File: src/spectrum_defs.svh
// Spectrum paging core constants
`ifndef SPECTRUM_DEFS_SVH
`define SPECTRUM_DEFS_SVH

// Bus and memory widths
`define CPU_ADDR_W 16
`define CPU_DATA_W 8

// Physical address: bit 20 ROM select, 19:14 bank, 13:0 offset
`define MEM_ADDR_W 21
`define BANK_W     6
`define ROM_SEL_W  2

// Joystick bits are right, left, down, up, fire from bit 0 upward
`define JOY_W      5
`define KEY_ROW_W  5

// 7FFD decodes on A15 and A1 low
`define PORT_7FFD_MASK     16'h8002
`define PORT_7FFD_MATCH    16'h0000
// The +3 also needs A14 high so 1FFD does not alias onto 7FFD
`define PORT_7FFD_P3_MASK  16'hC002
`define PORT_7FFD_P3_MATCH 16'h4000

// 1FFD decodes on A15..A12 = 0001 and A1 low
`define PORT_1FFD_MASK     16'hF002
`define PORT_1FFD_MATCH    16'h1000

// EFF7 decodes on A15..A12 = 1110 and A3 low
`define PORT_EFF7_MASK     16'hF008
`define PORT_EFF7_MATCH    16'hE000

// Kempston port, low address byte
`define PORT_KEMPSTON_LO   8'h1F

// Rising clock edges from req sampled to ack
`define ACK_LATENCY 2

`endif
File: src/spectrum_pkg.sv
// Spectrum paging types
`include "spectrum_defs.svh"

package spectrum_pkg;

	// Machine picked at reset
	typedef enum logic [1:0] {
		MACH_48    = 2'd0,
		MACH_128   = 2'd1,
		MACH_PLUS3 = 2'd2,
		MACH_P1024 = 2'd3
	} machine_t;

	// Standard 128K layout of the 7FFD byte
	typedef struct packed {
		logic [1:0] spare;
		logic       lock;
		logic       rom_hi;
		logic       screen;
		logic [2:0] bank_lo;
	} port_7ffd_std_t;

	// Pentagon 1024 reads the top three bits as extra bank bits
	typedef struct packed {
		logic [1:0] ext_bank_hi;
		logic       ext_bank_mid;
		logic [4:0] rest;
	} port_7ffd_p1024_t;

	typedef union packed {
		port_7ffd_std_t   std;
		port_7ffd_p1024_t p1024;
	} port_7ffd_u;

	// Paging state seen by the address translator
	typedef struct packed {
		logic [`BANK_W-1:0]    bank;
		logic [`ROM_SEL_W-1:0] rom;
		logic                  special_en;
		logic [1:0]            special_cfg;
		logic                  disabled;
	} page_state_t;

endpackage

File: src/page_state_if.sv
// Paging state
interface page_state_if;
	import spectrum_pkg::*;

	page_state_t state;
	// Machine as latched during reset
	machine_t    machine;
	logic        screen;
	logic        locked;

	modport source (
		output state,
		output machine,
		output screen,
		output locked
	);

	modport sink (
		input state,
		input machine,
		input screen,
		input locked
	);
endinterface

File: src/cpu_cycle_if.sv
// Decoded CPU cycle
`include "spectrum_defs.svh"

interface cpu_cycle_if;
	logic [`CPU_ADDR_W-1:0] addr;
	logic [`CPU_DATA_W-1:0] wdata;
	logic                   wr;
	logic                   io;
	// High for one clock right after the request is taken
	logic                   strobe;

	modport source (
		output addr,
		output wdata,
		output wr,
		output io,
		output strobe
	);

	modport sink (
		input addr,
		input wdata,
		input wr,
		input io,
		input strobe
	);
endinterface

File: src/zx_paging_top.sv
// Spectrum paging core
`include "spectrum_defs.svh"

module zx_paging_top (
	input  logic                   clk_sys,
	input  logic                   reset,
	input  spectrum_pkg::machine_t machine,

	// CPU bus, four-phase req/ack
	input  logic                   bus_req,
	output logic                   bus_ack,
	input  logic [`CPU_ADDR_W-1:0] bus_addr,
	input  logic [`CPU_DATA_W-1:0] bus_wdata,
	input  logic                   bus_wr,
	input  logic                   bus_io,
	output logic [`CPU_DATA_W-1:0] bus_rdata,

	// External memory
	output logic [`MEM_ADDR_W-1:0] mem_addr,
	output logic                   mem_we,
	input  logic [`CPU_DATA_W-1:0] mem_rdata,

	// Joysticks and keyboard
	input  logic [`JOY_W-1:0]      joy_0,
	input  logic [`JOY_W-1:0]      joy_1,
	input  logic [2:0]             joy_sel,
	input  logic [`KEY_ROW_W-1:0]  key_row
);
	logic [`CPU_DATA_W-1:0] kempston;
	logic [`KEY_ROW_W-1:0]  key_mask;

	// ========================================================================
	// Internal buses
	// ========================================================================

	cpu_cycle_if  cycle_bus ();
	page_state_if page_bus ();

	// ========================================================================
	// Units
	// ========================================================================

	paging_ports paging_ports_i (
		.clk_sys (clk_sys),
		.reset   (reset),
		.machine (machine),
		.cycle   (cycle_bus.sink),
		.pages   (page_bus.source)
	);

	joystick_port joystick_port_i (
		.clk_sys  (clk_sys),
		.reset    (reset),
		.cycle    (cycle_bus.sink),
		.joy_0    (joy_0),
		.joy_1    (joy_1),
		.joy_sel  (joy_sel),
		.kempston (kempston),
		.key_mask (key_mask)
	);

	bus_sequencer bus_sequencer_i (
		.clk_sys   (clk_sys),
		.reset     (reset),
		.bus_req   (bus_req),
		.bus_addr  (bus_addr),
		.bus_wdata (bus_wdata),
		.bus_wr    (bus_wr),
		.bus_io    (bus_io),
		.bus_ack   (bus_ack),
		.bus_rdata (bus_rdata),
		.mem_addr  (mem_addr),
		.mem_we    (mem_we),
		.mem_rdata (mem_rdata),
		.kempston  (kempston),
		.key_mask  (key_mask),
		.key_row   (key_row),
		.cycle     (cycle_bus.source),
		.pages     (page_bus.sink)
	);

endmodule

File: src/bus_sequencer.sv
// CPU bus sequencer
`include "spectrum_defs.svh"

module bus_sequencer (
	input  logic                   clk_sys,
	input  logic                   reset,
	input  logic                   bus_req,
	input  logic [`CPU_ADDR_W-1:0] bus_addr,
	input  logic [`CPU_DATA_W-1:0] bus_wdata,
	input  logic                   bus_wr,
	input  logic                   bus_io,
	output logic                   bus_ack,
	output logic [`CPU_DATA_W-1:0] bus_rdata,
	output logic [`MEM_ADDR_W-1:0] mem_addr,
	output logic                   mem_we,
	input  logic [`CPU_DATA_W-1:0] mem_rdata,
	input  logic [`CPU_DATA_W-1:0] kempston,
	input  logic [`KEY_ROW_W-1:0]  key_mask,
	input  logic [`KEY_ROW_W-1:0]  key_row,
	cpu_cycle_if.source            cycle,
	page_state_if.sink             pages
);
	import spectrum_pkg::*;

	localparam int              LAT      = `ACK_LATENCY;
	localparam int              CNT_W    = $clog2(LAT + 1);
	localparam logic [CNT_W-1:0] CNT_INIT = CNT_W'(LAT - 1);

	typedef enum logic [1:0] {
		SEQ_IDLE,
		SEQ_WAIT,
		SEQ_ACK
	} seq_state_t;

	seq_state_t             seq_state;
	logic [CNT_W-1:0]       wait_cnt;
	logic                   req_take;
	logic                   ack_rise;
	page_state_t            page;
	logic [1:0]             region;
	logic                   map_rom;
	logic [`BANK_W-1:0]     map_bank;
	logic [`CPU_DATA_W-1:0] rdata_d;

	assign req_take = (seq_state == SEQ_IDLE) && bus_req;
	assign ack_rise = (seq_state == SEQ_WAIT) && (wait_cnt == '0);

	// ========================================================================
	// Four-phase handshake
	// ========================================================================

	always_ff @(posedge clk_sys) begin
		if (reset) begin
			seq_state    <= SEQ_IDLE;
			wait_cnt     <= '0;
			bus_ack      <= 1'b0;
			cycle.strobe <= 1'b0;
		end else begin
			cycle.strobe <= req_take;
			case (seq_state)
				SEQ_IDLE: begin
					if (bus_req) begin
						seq_state <= SEQ_WAIT;
						wait_cnt  <= CNT_INIT;
					end
				end
				SEQ_WAIT: begin
					if (wait_cnt == '0) begin
						seq_state <= SEQ_ACK;
						bus_ack   <= 1'b1;
					end else begin
						wait_cnt <= wait_cnt - 1'b1;
					end
				end
				SEQ_ACK: begin
					if (!bus_req) begin
						seq_state <= SEQ_IDLE;
						bus_ack   <= 1'b0;
					end
				end
				default: seq_state <= SEQ_IDLE;
			endcase
		end
	end

	// Cycle capture and read data
	always_ff @(posedge clk_sys) begin
		if (req_take) begin
			cycle.addr  <= bus_addr;
			cycle.wdata <= bus_wdata;
			cycle.wr    <= bus_wr;
			cycle.io    <= bus_io;
		end
		if (ack_rise)
			bus_rdata <= rdata_d;
	end

	// ========================================================================
	// Address translation
	// ========================================================================

	assign page   = pages.state;
	assign region = cycle.addr[15:14];

	always_comb begin
		map_rom  = 1'b0;
		map_bank = page.bank;
		if (page.special_en) begin
			// All-RAM layouts of the +3
			case (region)
				2'd0: map_bank = {3'b000, |page.special_cfg, 2'b00};
				2'd1: map_bank = {3'b000, |page.special_cfg, &page.special_cfg, 1'b1};
				2'd2: map_bank = {3'b000, |page.special_cfg, 2'b10};
				default: map_bank = {3'b000,
					~page.special_cfg[1] & page.special_cfg[0], 2'b11};
			endcase
		end else begin
			case (region)
				2'd0: begin
					map_rom  = 1'b1;
					map_bank = {{(`BANK_W - `ROM_SEL_W){1'b0}}, page.rom};
				end
				2'd1: map_bank = `BANK_W'(5);
				2'd2: map_bank = `BANK_W'(2);
				default: map_bank = page.bank;
			endcase
		end
	end

	assign mem_addr = {map_rom, map_bank, cycle.addr[13:0]};

	// ROM only appears outside special mode, so this blocks ROM writes
	assign mem_we = bus_ack && cycle.wr && !cycle.io && !map_rom;

	// Kempston is checked before the keyboard rule
	always_comb begin
		if (cycle.wr)
			rdata_d = '1;
		else if (!cycle.io)
			rdata_d = mem_rdata;
		else if (cycle.addr[7:0] == `PORT_KEMPSTON_LO)
			rdata_d = kempston;
		else if (!cycle.addr[0])
			rdata_d = {{(`CPU_DATA_W - `KEY_ROW_W){1'b1}}, key_row & key_mask};
		else
			rdata_d = '1;
	end

endmodule

File: src/joystick_port.sv
// Joystick port mapping
`include "spectrum_defs.svh"

module joystick_port (
	input  logic                   clk_sys,
	input  logic                   reset,
	cpu_cycle_if.sink              cycle,
	input  logic [`JOY_W-1:0]      joy_0,
	input  logic [`JOY_W-1:0]      joy_1,
	input  logic [2:0]             joy_sel,
	output logic [`CPU_DATA_W-1:0] kempston,
	output logic [`KEY_ROW_W-1:0]  key_mask
);
	// Stick bit positions
	localparam int J_RIGHT = 0;
	localparam int J_LEFT  = 1;
	localparam int J_DOWN  = 2;
	localparam int J_UP    = 3;
	localparam int J_FIRE  = 4;

	logic [`JOY_W-1:0]     joy_0_q;
	logic [`JOY_W-1:0]     joy_1_q;
	logic [`JOY_W-1:0]     joy_any;
	logic [`KEY_ROW_W-1:0] sinclair_1;
	logic [`KEY_ROW_W-1:0] sinclair_2;
	logic [`KEY_ROW_W-1:0] cursor_60;
	logic [`KEY_ROW_W-1:0] cursor_15;

	always_ff @(posedge clk_sys) begin
		if (reset) begin
			joy_0_q <= '0;
			joy_1_q <= '0;
		end else begin
			joy_0_q <= joy_0;
			joy_1_q <= joy_1;
		end
	end

	assign joy_any = joy_0_q | joy_1_q;

	// Kempston only when no key mapping is chosen
	assign kempston = (joy_sel == 3'b000) ?
		{{(`CPU_DATA_W - `JOY_W){1'b0}}, joy_any} : '0;

	// Sinclair I on keys 6 7 8 9 0 (bits 4..0 are keys 6..0)
	assign sinclair_1 = {5{joy_sel[0]}} & {joy_0_q[J_LEFT], joy_0_q[J_RIGHT],
		joy_0_q[J_DOWN], joy_0_q[J_UP], joy_0_q[J_FIRE]};

	// Sinclair II on keys 1 2 3 4 5 (bits 0..4 are keys 1..5)
	assign sinclair_2 = {5{joy_sel[1]}} & {joy_1_q[J_FIRE], joy_1_q[J_UP],
		joy_1_q[J_DOWN], joy_1_q[J_RIGHT], joy_1_q[J_LEFT]};

	// Cursor keys 6 7 8 with fire on 0, left is key 5 in the other row
	assign cursor_60 = {5{joy_sel[2]}} & {joy_any[J_DOWN], joy_any[J_UP],
		joy_any[J_RIGHT], 1'b0, joy_any[J_FIRE]};
	assign cursor_15 = {5{joy_sel[2]}} & {joy_any[J_LEFT], 4'b0000};

	// Active low, only for the rows addressed by A12 and A11
	assign key_mask = ({5{cycle.addr[12]}} | ~(sinclair_1 | cursor_60)) &
		({5{cycle.addr[11]}} | ~(sinclair_2 | cursor_15));

endmodule

File: src/paging_ports.sv
// Paging port decode and registers
`include "spectrum_defs.svh"

module paging_ports (
	input  logic                   clk_sys,
	input  logic                   reset,
	input  spectrum_pkg::machine_t machine,
	cpu_cycle_if.sink              cycle,
	page_state_if.source           pages
);
	import spectrum_pkg::*;

	// ROM index of the 48K BASIC image
	localparam logic [`ROM_SEL_W-1:0] ROM_48K = 2'd1;

	machine_t    mach_q;
	port_7ffd_u  reg_7ffd;
	logic [2:0]  reg_1ffd;
	logic        eff7_compat;
	logic        is_48;
	logic        is_plus3;
	logic        is_p1024;
	logic        ext_on;
	logic        lock_on;
	logic        page_disable;
	logic        io_write;
	logic        hit_7ffd;
	logic        hit_1ffd;
	logic        hit_eff7;
	page_state_t state_d;

	assign is_48    = (mach_q == MACH_48);
	assign is_plus3 = (mach_q == MACH_PLUS3);
	assign is_p1024 = (mach_q == MACH_P1024);

	// Pentagon extension until EFF7 bit 2 selects 128K compatibility
	assign ext_on = is_p1024 && !eff7_compat;

	// In extended mode bit 5 is a bank bit, not the lock
	assign lock_on      = reg_7ffd.std.lock && (!is_p1024 || eff7_compat);
	assign page_disable = is_48 || lock_on;

	// ========================================================================
	// Port decode
	// ========================================================================

	assign io_write = cycle.strobe && cycle.io && cycle.wr;

	always_comb begin
		if (is_plus3)
			hit_7ffd = (cycle.addr & `PORT_7FFD_P3_MASK) == `PORT_7FFD_P3_MATCH;
		else
			hit_7ffd = (cycle.addr & `PORT_7FFD_MASK) == `PORT_7FFD_MATCH;
	end

	assign hit_1ffd = (cycle.addr & `PORT_1FFD_MASK) == `PORT_1FFD_MATCH;
	assign hit_eff7 = (cycle.addr & `PORT_EFF7_MASK) == `PORT_EFF7_MATCH;

	// ========================================================================
	// Registers
	// ========================================================================

	always_ff @(posedge clk_sys) begin
		if (reset) begin
			mach_q      <= machine;
			reg_7ffd    <= '0;
			reg_1ffd    <= '0;
			eff7_compat <= 1'b0;
		end else if (io_write) begin
			if (hit_7ffd && !page_disable)
				reg_7ffd <= cycle.wdata;
			// 1FFD exists only on the +3 and obeys the same lock
			if (hit_1ffd && is_plus3 && !page_disable)
				reg_1ffd <= cycle.wdata[2:0];
			if (hit_eff7 && is_p1024)
				eff7_compat <= cycle.wdata[2];
		end
	end

	// Paging state
	always_comb begin
		state_d.bank = {{(`BANK_W - 3){1'b0}}, reg_7ffd.std.bank_lo};
		if (ext_on)
			state_d.bank = {reg_7ffd.p1024.ext_bank_mid, reg_7ffd.p1024.ext_bank_hi,
				reg_7ffd.std.bank_lo};

		case (mach_q)
			MACH_48:    state_d.rom = ROM_48K;
			MACH_PLUS3: state_d.rom = {reg_1ffd[2], reg_7ffd.std.rom_hi};
			default:    state_d.rom = {1'b0, reg_7ffd.std.rom_hi};
		endcase

		state_d.special_en  = reg_1ffd[0];
		state_d.special_cfg = reg_1ffd[2:1];
		state_d.disabled    = page_disable;
	end

	assign pages.state   = state_d;
	assign pages.machine = mach_q;
	assign pages.screen  = reg_7ffd.std.screen;
	assign pages.locked  = lock_on;

endmodule

File: config.mk
export PLATFORM = sky130hd
export DESIGN_NAME = zx_paging_top
export DESIGN_NICKNAME = d
export VERILOG_FILES = /design/src/spectrum_pkg.sv /design/src/page_state_if.sv /design/src/cpu_cycle_if.sv /design/src/zx_paging_top.sv /design/src/bus_sequencer.sv /design/src/joystick_port.sv /design/src/paging_ports.sv
export VERILOG_INCLUDE_DIRS = /design/src
export SDC_FILE = /design/constraint.sdc
export NUM_CORES = 1
export LEC_CHECK = 0
export ABC_AREA = 1
export BUFFER_PORTS_ARGS = -buffer_cell sky130_fd_sc_hd__buf_2
export CAP_MARGIN = 0
export CORE_UTILIZATION = 38
export DETAILED_ROUTE_END_ITERATION = 7
export PLACE_DENSITY = 0.71
export SETUP_SLACK_MARGIN = 0.1
export SYNTH_ARGS = -nofsm -noshare
export SYNTH_HDL_FRONTEND = slang
export SYNTH_SLANG_ARGS = --single-unit
export TNS_END_PERCENT = 20
File: constraint.sdc
create_clock -name clk_sys -period 3.6 [get_ports clk_sys]
set_input_delay 0.36 -clock clk_sys [delete_from_list [all_inputs] [get_ports clk_sys]]
set_output_delay 0.36 -clock clk_sys [all_outputs]
set_load 0.05 [all_outputs]
# == Word level (Yosys, flattened, before mapping) ==
# Index checks and enable logic that the tools add are counted.
# op_classes
reduce_logical,36
addsub,1
n_bitwise,15
muxes,21
n_eq_ne,14
# op_table
op,n
$and A5 B5 Y5,6
$or A5 B5 Y5,5
$pmux W6 S3,1
$logic_not A16 Y1,1
$mux W8,2
$logic_and A1 B1 Y1,13
$mux W6,2
$mux W5,2
$not A5 Y5,2
$pmux W3 S3,1
$reduce_and A3 Y1,3
$eq A2 B2 Y1 const B,4
$eq A8 B5 Y1 const B,1
$logic_not A2 Y1,4
$mux W2,4
$ne A2 B2 Y1 const B,4
$pmux W2 S2,2
$reduce_and A2 Y1,4
$pmux W2 S3,1
$eq A5 B2 Y1 const B,1
$eq A5 B5 Y1 const B,1
$logic_not A1 Y1,5
$mux W1,5
$eq A2 B1 Y1 const B,2
9 further kinds,11
# totals
out_inout_bits,31
word_cells,102
inputBits,57
ff_bits,64

# == Depth between registers and ports, before layout ==
# depth
ltp_word,10
depth_mapped,9
mapped_depth_nobuf,9

# == By module ==
# From an unflattened synthesis, not the netlist that was laid out.
# unflattened
hier_cells,368
area_unflattened_um2,3120.5
# modules_own_cells
module,area_each_um2,seq_area_each_um2,instances,cells_per_inst
bus_sequencer,1786.7,1141.1,1,165
paging_ports,808.3,300.3,1,118
joystick_port,525.5,200.2,1,85

# == Least setup slack after synthesis ==
# Ideal clock, no wire load.
# synth_path
path_kind,reg-to-output
startpoint,reg bus_sequencer_i.cycle.addr[14]
endpoint,out mem_addr[17]
path_buffers,0
path_stages_with_launch,3
t_arrival_ps,2053
t_required_ps,3240
path_slack_ps,1187
path_cell_list,edfxtp_1 nand2_1 nor4_1
# synth_via
elab_chain_len,3
elab_cells_between_ends,5
classes_between,eq/ne (2); mux (2); reduce/logical (1)
# synth_lines
item,line,text
from (decl),cpu_cycle_if.sv:13,"output addr,"
from (signal assigned),bus_sequencer.sv:89,cycle.addr <= bus_addr;
"$eq A2 B2 Y1, or another cell as far along",bus_sequencer.sv:118,case (region)
$pmux W6 S3 *,bus_sequencer.sv:118,
$mux W6 *,bus_sequencer.sv:108,if (page.special_en) begin
to (decl),zx_paging_top.sv:19,"output logic [`MEM_ADDR_W-1:0] mem_addr,"
# Every way passes the cells marked *; elsewhere a longest branch is shown, timed or not.

# == Worst setup path after layout ==
# layout_path
startpoint,reg paging_ports_i.reg_1ffd[0]
endpoint,out mem_addr[15]
# layout_via
elab_chain_len,1
# layout_lines
item,line,text
from (decl),paging_ports.sv:18,logic [2:0] reg_1ffd;
from (signal assigned),paging_ports.sv:74,reg_1ffd <= cycle.wdata[2:0];
$mux W6,bus_sequencer.sv:108,
# No other way between the ends.

==> flow_summary_export.csv <==
group,metric,value,unit
worst_setup_path,critPathRequiredTime,3.24,ns
worst_setup_path,end_kind,"primary output",
routing,detail_route.vias_per_cell,4.441,
floorplanning,rows,30,
routing,topRoutingLayerUsed,"met4",
min_path,hold_depth,1,
pwr,irDropWorstVdd,0.2340,mV
synth,synth_warnings,0,
min_path,hold_class,"primary input to flop",
worst_setup_path,crit_fanout,6,
timing,fmax,495.7,MHz
placed_design,place_hpwl,4327,um
placed_design,place_congestion,0.8752,
global_routing,grt_max_degree,27,
synth,ys_ff_latch,62,
routing,vias,2167,
routing,wire_per_inst,11.84,um
final_layout,area_growth,21.35,%
worst_setup_path,cp.arrival,1.66,ns
global_routing,track_usage,16.69,%
synth,netlist_area,2725,um2
timing,hold_violations,0,
timing,setup_viol,0,
global_routing,grt_pass1_vias,2083,
cts,clock-root-buffer,"clkbuf_8",
cts,cts_tree,"yes",
timing,timing.final.ws_setup,1.583,ns
synth,syn-num-nets,368,
routing,wl_met2,2710,um
synth,synth-seq-area-share,58.40,%
final_layout,nFillCells,697,
final_layout,fin_area,3307,um2
synth,ys_types,23,
min_path,hold-path-endpoint,"bus_sequencer_i.cycle.addr[4]",
cts,numCtsBuffers,9,
worst_setup_path,startpoint_type,"flop",
worst_setup_path,criticalPathCategory,"flop to primary output",
timing,clock_skew,0.009775,ns
worst_setup_path,rr_worst_depth,6,
cts,clkLatencyLatePin,0.34,ns
cts,cts.reportedPaths.clkPinSlew,0.07,ns
worst_setup_path,reg2reg_slack,1.87,ns
placed_design,dp_slack,1.772,ns
timing,tightest_slew,1.016,ns
status,status,"finished clean",
min_path,hp-start,"bus_addr[4]",
worst_setup_path,r2r_end,"bus_sequencer_i.wait_cnt[1]",
worst_setup_path,r2r-start,"bus_sequencer_i.seq_state[0]",
final_layout,nNetsFinal,445,
pwr,power.density,489.7,nW/um2
routing,drc_errors,0,
floorplanning,core_region_area,6869,um2
cts,post_cts_resized,0,
routing,met3_length,368,um
placed_design,portBuffers,86,
timing,period_share,56.03,%
final_layout,drive_gt1_share,27.30,%
floorplanning,die_x,86.69,um
cts,cts_sinks,62,
timing,drv_slew,0,
final_layout,antenna_cells,0,
routing,met1_length,2563,um
pwr,leakagePower,1.576,nW
cts,cts_setup_buffers,0,
floorplanning,boundaryPins,88,
timing,min_period,2.017,ns
flow_run,drv_cap,0,
routing,drtIter0Drc,96,
routing,drtAntennaViolNets,0,
timing,rsz0062_at_grt,"no",
timing,slew_headroom,32.17,%
cts,ctsHtreeMaxLevel,3,
placed_design,place_area,3126,um2
cts,cts_hold_buf,0,
floorplanning,fp.dieH,86.69,um
global_routing,antenna_found_initial,0,
floorplanning,die_area,7514,um2
synth,syn_avg_cell_area,8.791,um2
global_routing,grt_first_pass_wirelength,9266,um
global_routing,grt-ovfl-total,0,
routing,drt_first_pass_iters,4,
floorplanning,start_util,39.67,%
cts,clockBufferDepth,2,
synth,syn-instance-count,310,
routing,drt_wl_total,5777,um
timing,tns,0,ns
==> cells in the final DEF, fill, tap and decap left out, types with 3 or more instances in the layout <==
cell type,synthesis,layout
a21oi_1,10,10
buf_2,0,86
clkbuf_8,0,9
clkinv_2,0,4
dfxtp_1,27,27
edfxtp_1,35,35
inv_1,46,46
nand2_1,64,64
nand3_1,17,17
nand4_1,8,8
nor2_1,60,60
nor4_1,3,3
o21ai_0,5,5
or2_2,4,4
==> Yosys cell counts <==
cell	count	area [um2]
nand2_1	64	240.2
clkinv_1	1	3.750
nand4_1	8	50.05
o2111ai_1	1	8.760
o31ai_1	2	15.01
buf_4	16	120.1
nand3b_1	1	7.510
clkbuf_1	2	7.510
or2_2	4	25.02
nor2_1	60	225.2
nand3_1	17	85.08
a32oi_1	1	8.760
nand3_2	2	20.02
inv_1	46	172.7
edfxtp_1	35	1051
buf_6	2	22.52
o21ai_0	5	25.02
nor3_1	1	5.000
a21oi_1	10	50.05
nor4_1	3	18.77
ha_1	1	12.51
nor3_2	1	10.01
dfxtp_1	27	540.5
==> stage by stage <==
stage	util, %	power [mW]	cells	hold slack [ns]
2_1_floorplan	-	0.9989	310	0.4472
3_3_place_gp	45.50	1.054	472	0.4565
3_5_place_dp	45.50	1.059	472	0.4658
4_1_cts	48.14	1.633	488	0.1745
5_1_grt	48.14	1.688	488	0.1646
6_report	48.14	1.619	488	0.1874
==> registers in the layout, indices dropped and copies added, names as in the netlist <==
name and cells:
bus_sequencer_i.cycle.addr 16, bus_sequencer_i.cycle.strobe 1, bus_sequencer_i.wait_cnt 2, bus_sequencer_i.bus_ack 1, bus_sequencer_i.cycle.io 1, bus_sequencer_i.bus_rdata 8, bus_sequencer_i.cycle.wdata 7, joystick_port_i.joy_1_q 5
bus_sequencer_i.cycle.wr 1, bus_sequencer_i.seq_state 2, paging_ports_i.reg_1ffd 3, paging_ports_i.eff7_compat 1, paging_ports_i.pages.machine 2, paging_ports_i.reg_7ffd 7, joystick_port_i.joy_0_q 5
==> cell families after synthesis <==
group                      Yosys count  synth area share (%)
DFF                                 62                 58.40
adders and majority gates            1                0.4591
and+or+nand+nor                    161                 25.21
buffers and inverters               67                 11.98
AOI/OAI and AO/OA                   19                 3.948
==> worst max-delay path by stage <==
stage / from / endpoint
6_report: paging_ports_i.reg_1ffd[0] / mem_addr[15]
5_1_grt: bus_sequencer_i.cycle.io / mem_we
4_1_cts: paging_ports_i.reg_1ffd[0] / mem_addr[15]
3_5_place_dp: bus_req / bus_sequencer_i.wait_cnt[1]
3_3_place_gp: bus_req / bus_sequencer_i.wait_cnt[1]
2_1_floorplan: bus_sequencer_i.cycle.addr[14] / mem_addr[17]
==> report_power, final <==
group	switching (mW)	total, mW	internal, mW
combinational	0.158	0.220	0.0617
clock	0.262	0.577	0.315
sequential	0.0250	0.823	0.798
total	0.445	1.62	1.17
==> layout make-up <==
| type | count | area (um2) | share of cell area, % |
|---|---|---|---|
| clock buffer | 11 | 131.4 | 3.973 |
| clock inverter | 5 | 50.05 | 1.513 |
| inverter | 47 | 176.4 | 5.335 |
| multi-input combinational | 181 | 807.0 | 24.40 |
| sequential | 62 | 1592 | 48.13 |
| tap | 96 | 120.1 | 3.632 |
| timing repair buffer | 86 | 430.4 | 13.02 |
==> critical path, cell delays in order, from the launching register on <==
cell     delay, ns
dfxtp_1       0.46
inv_1         0.13
nand2_1       0.15
o21ai_0       0.12
a32oi_1       0.17
buf_2         0.29
==> routing by layer <==
layer,up-vias,track usage (%)
li1,1133,-
met1,948,19.89
met2,73,26.26
met3,13,6.000
met4,0,9.242
met5,-,0
(Power assumes the default switching activity.)
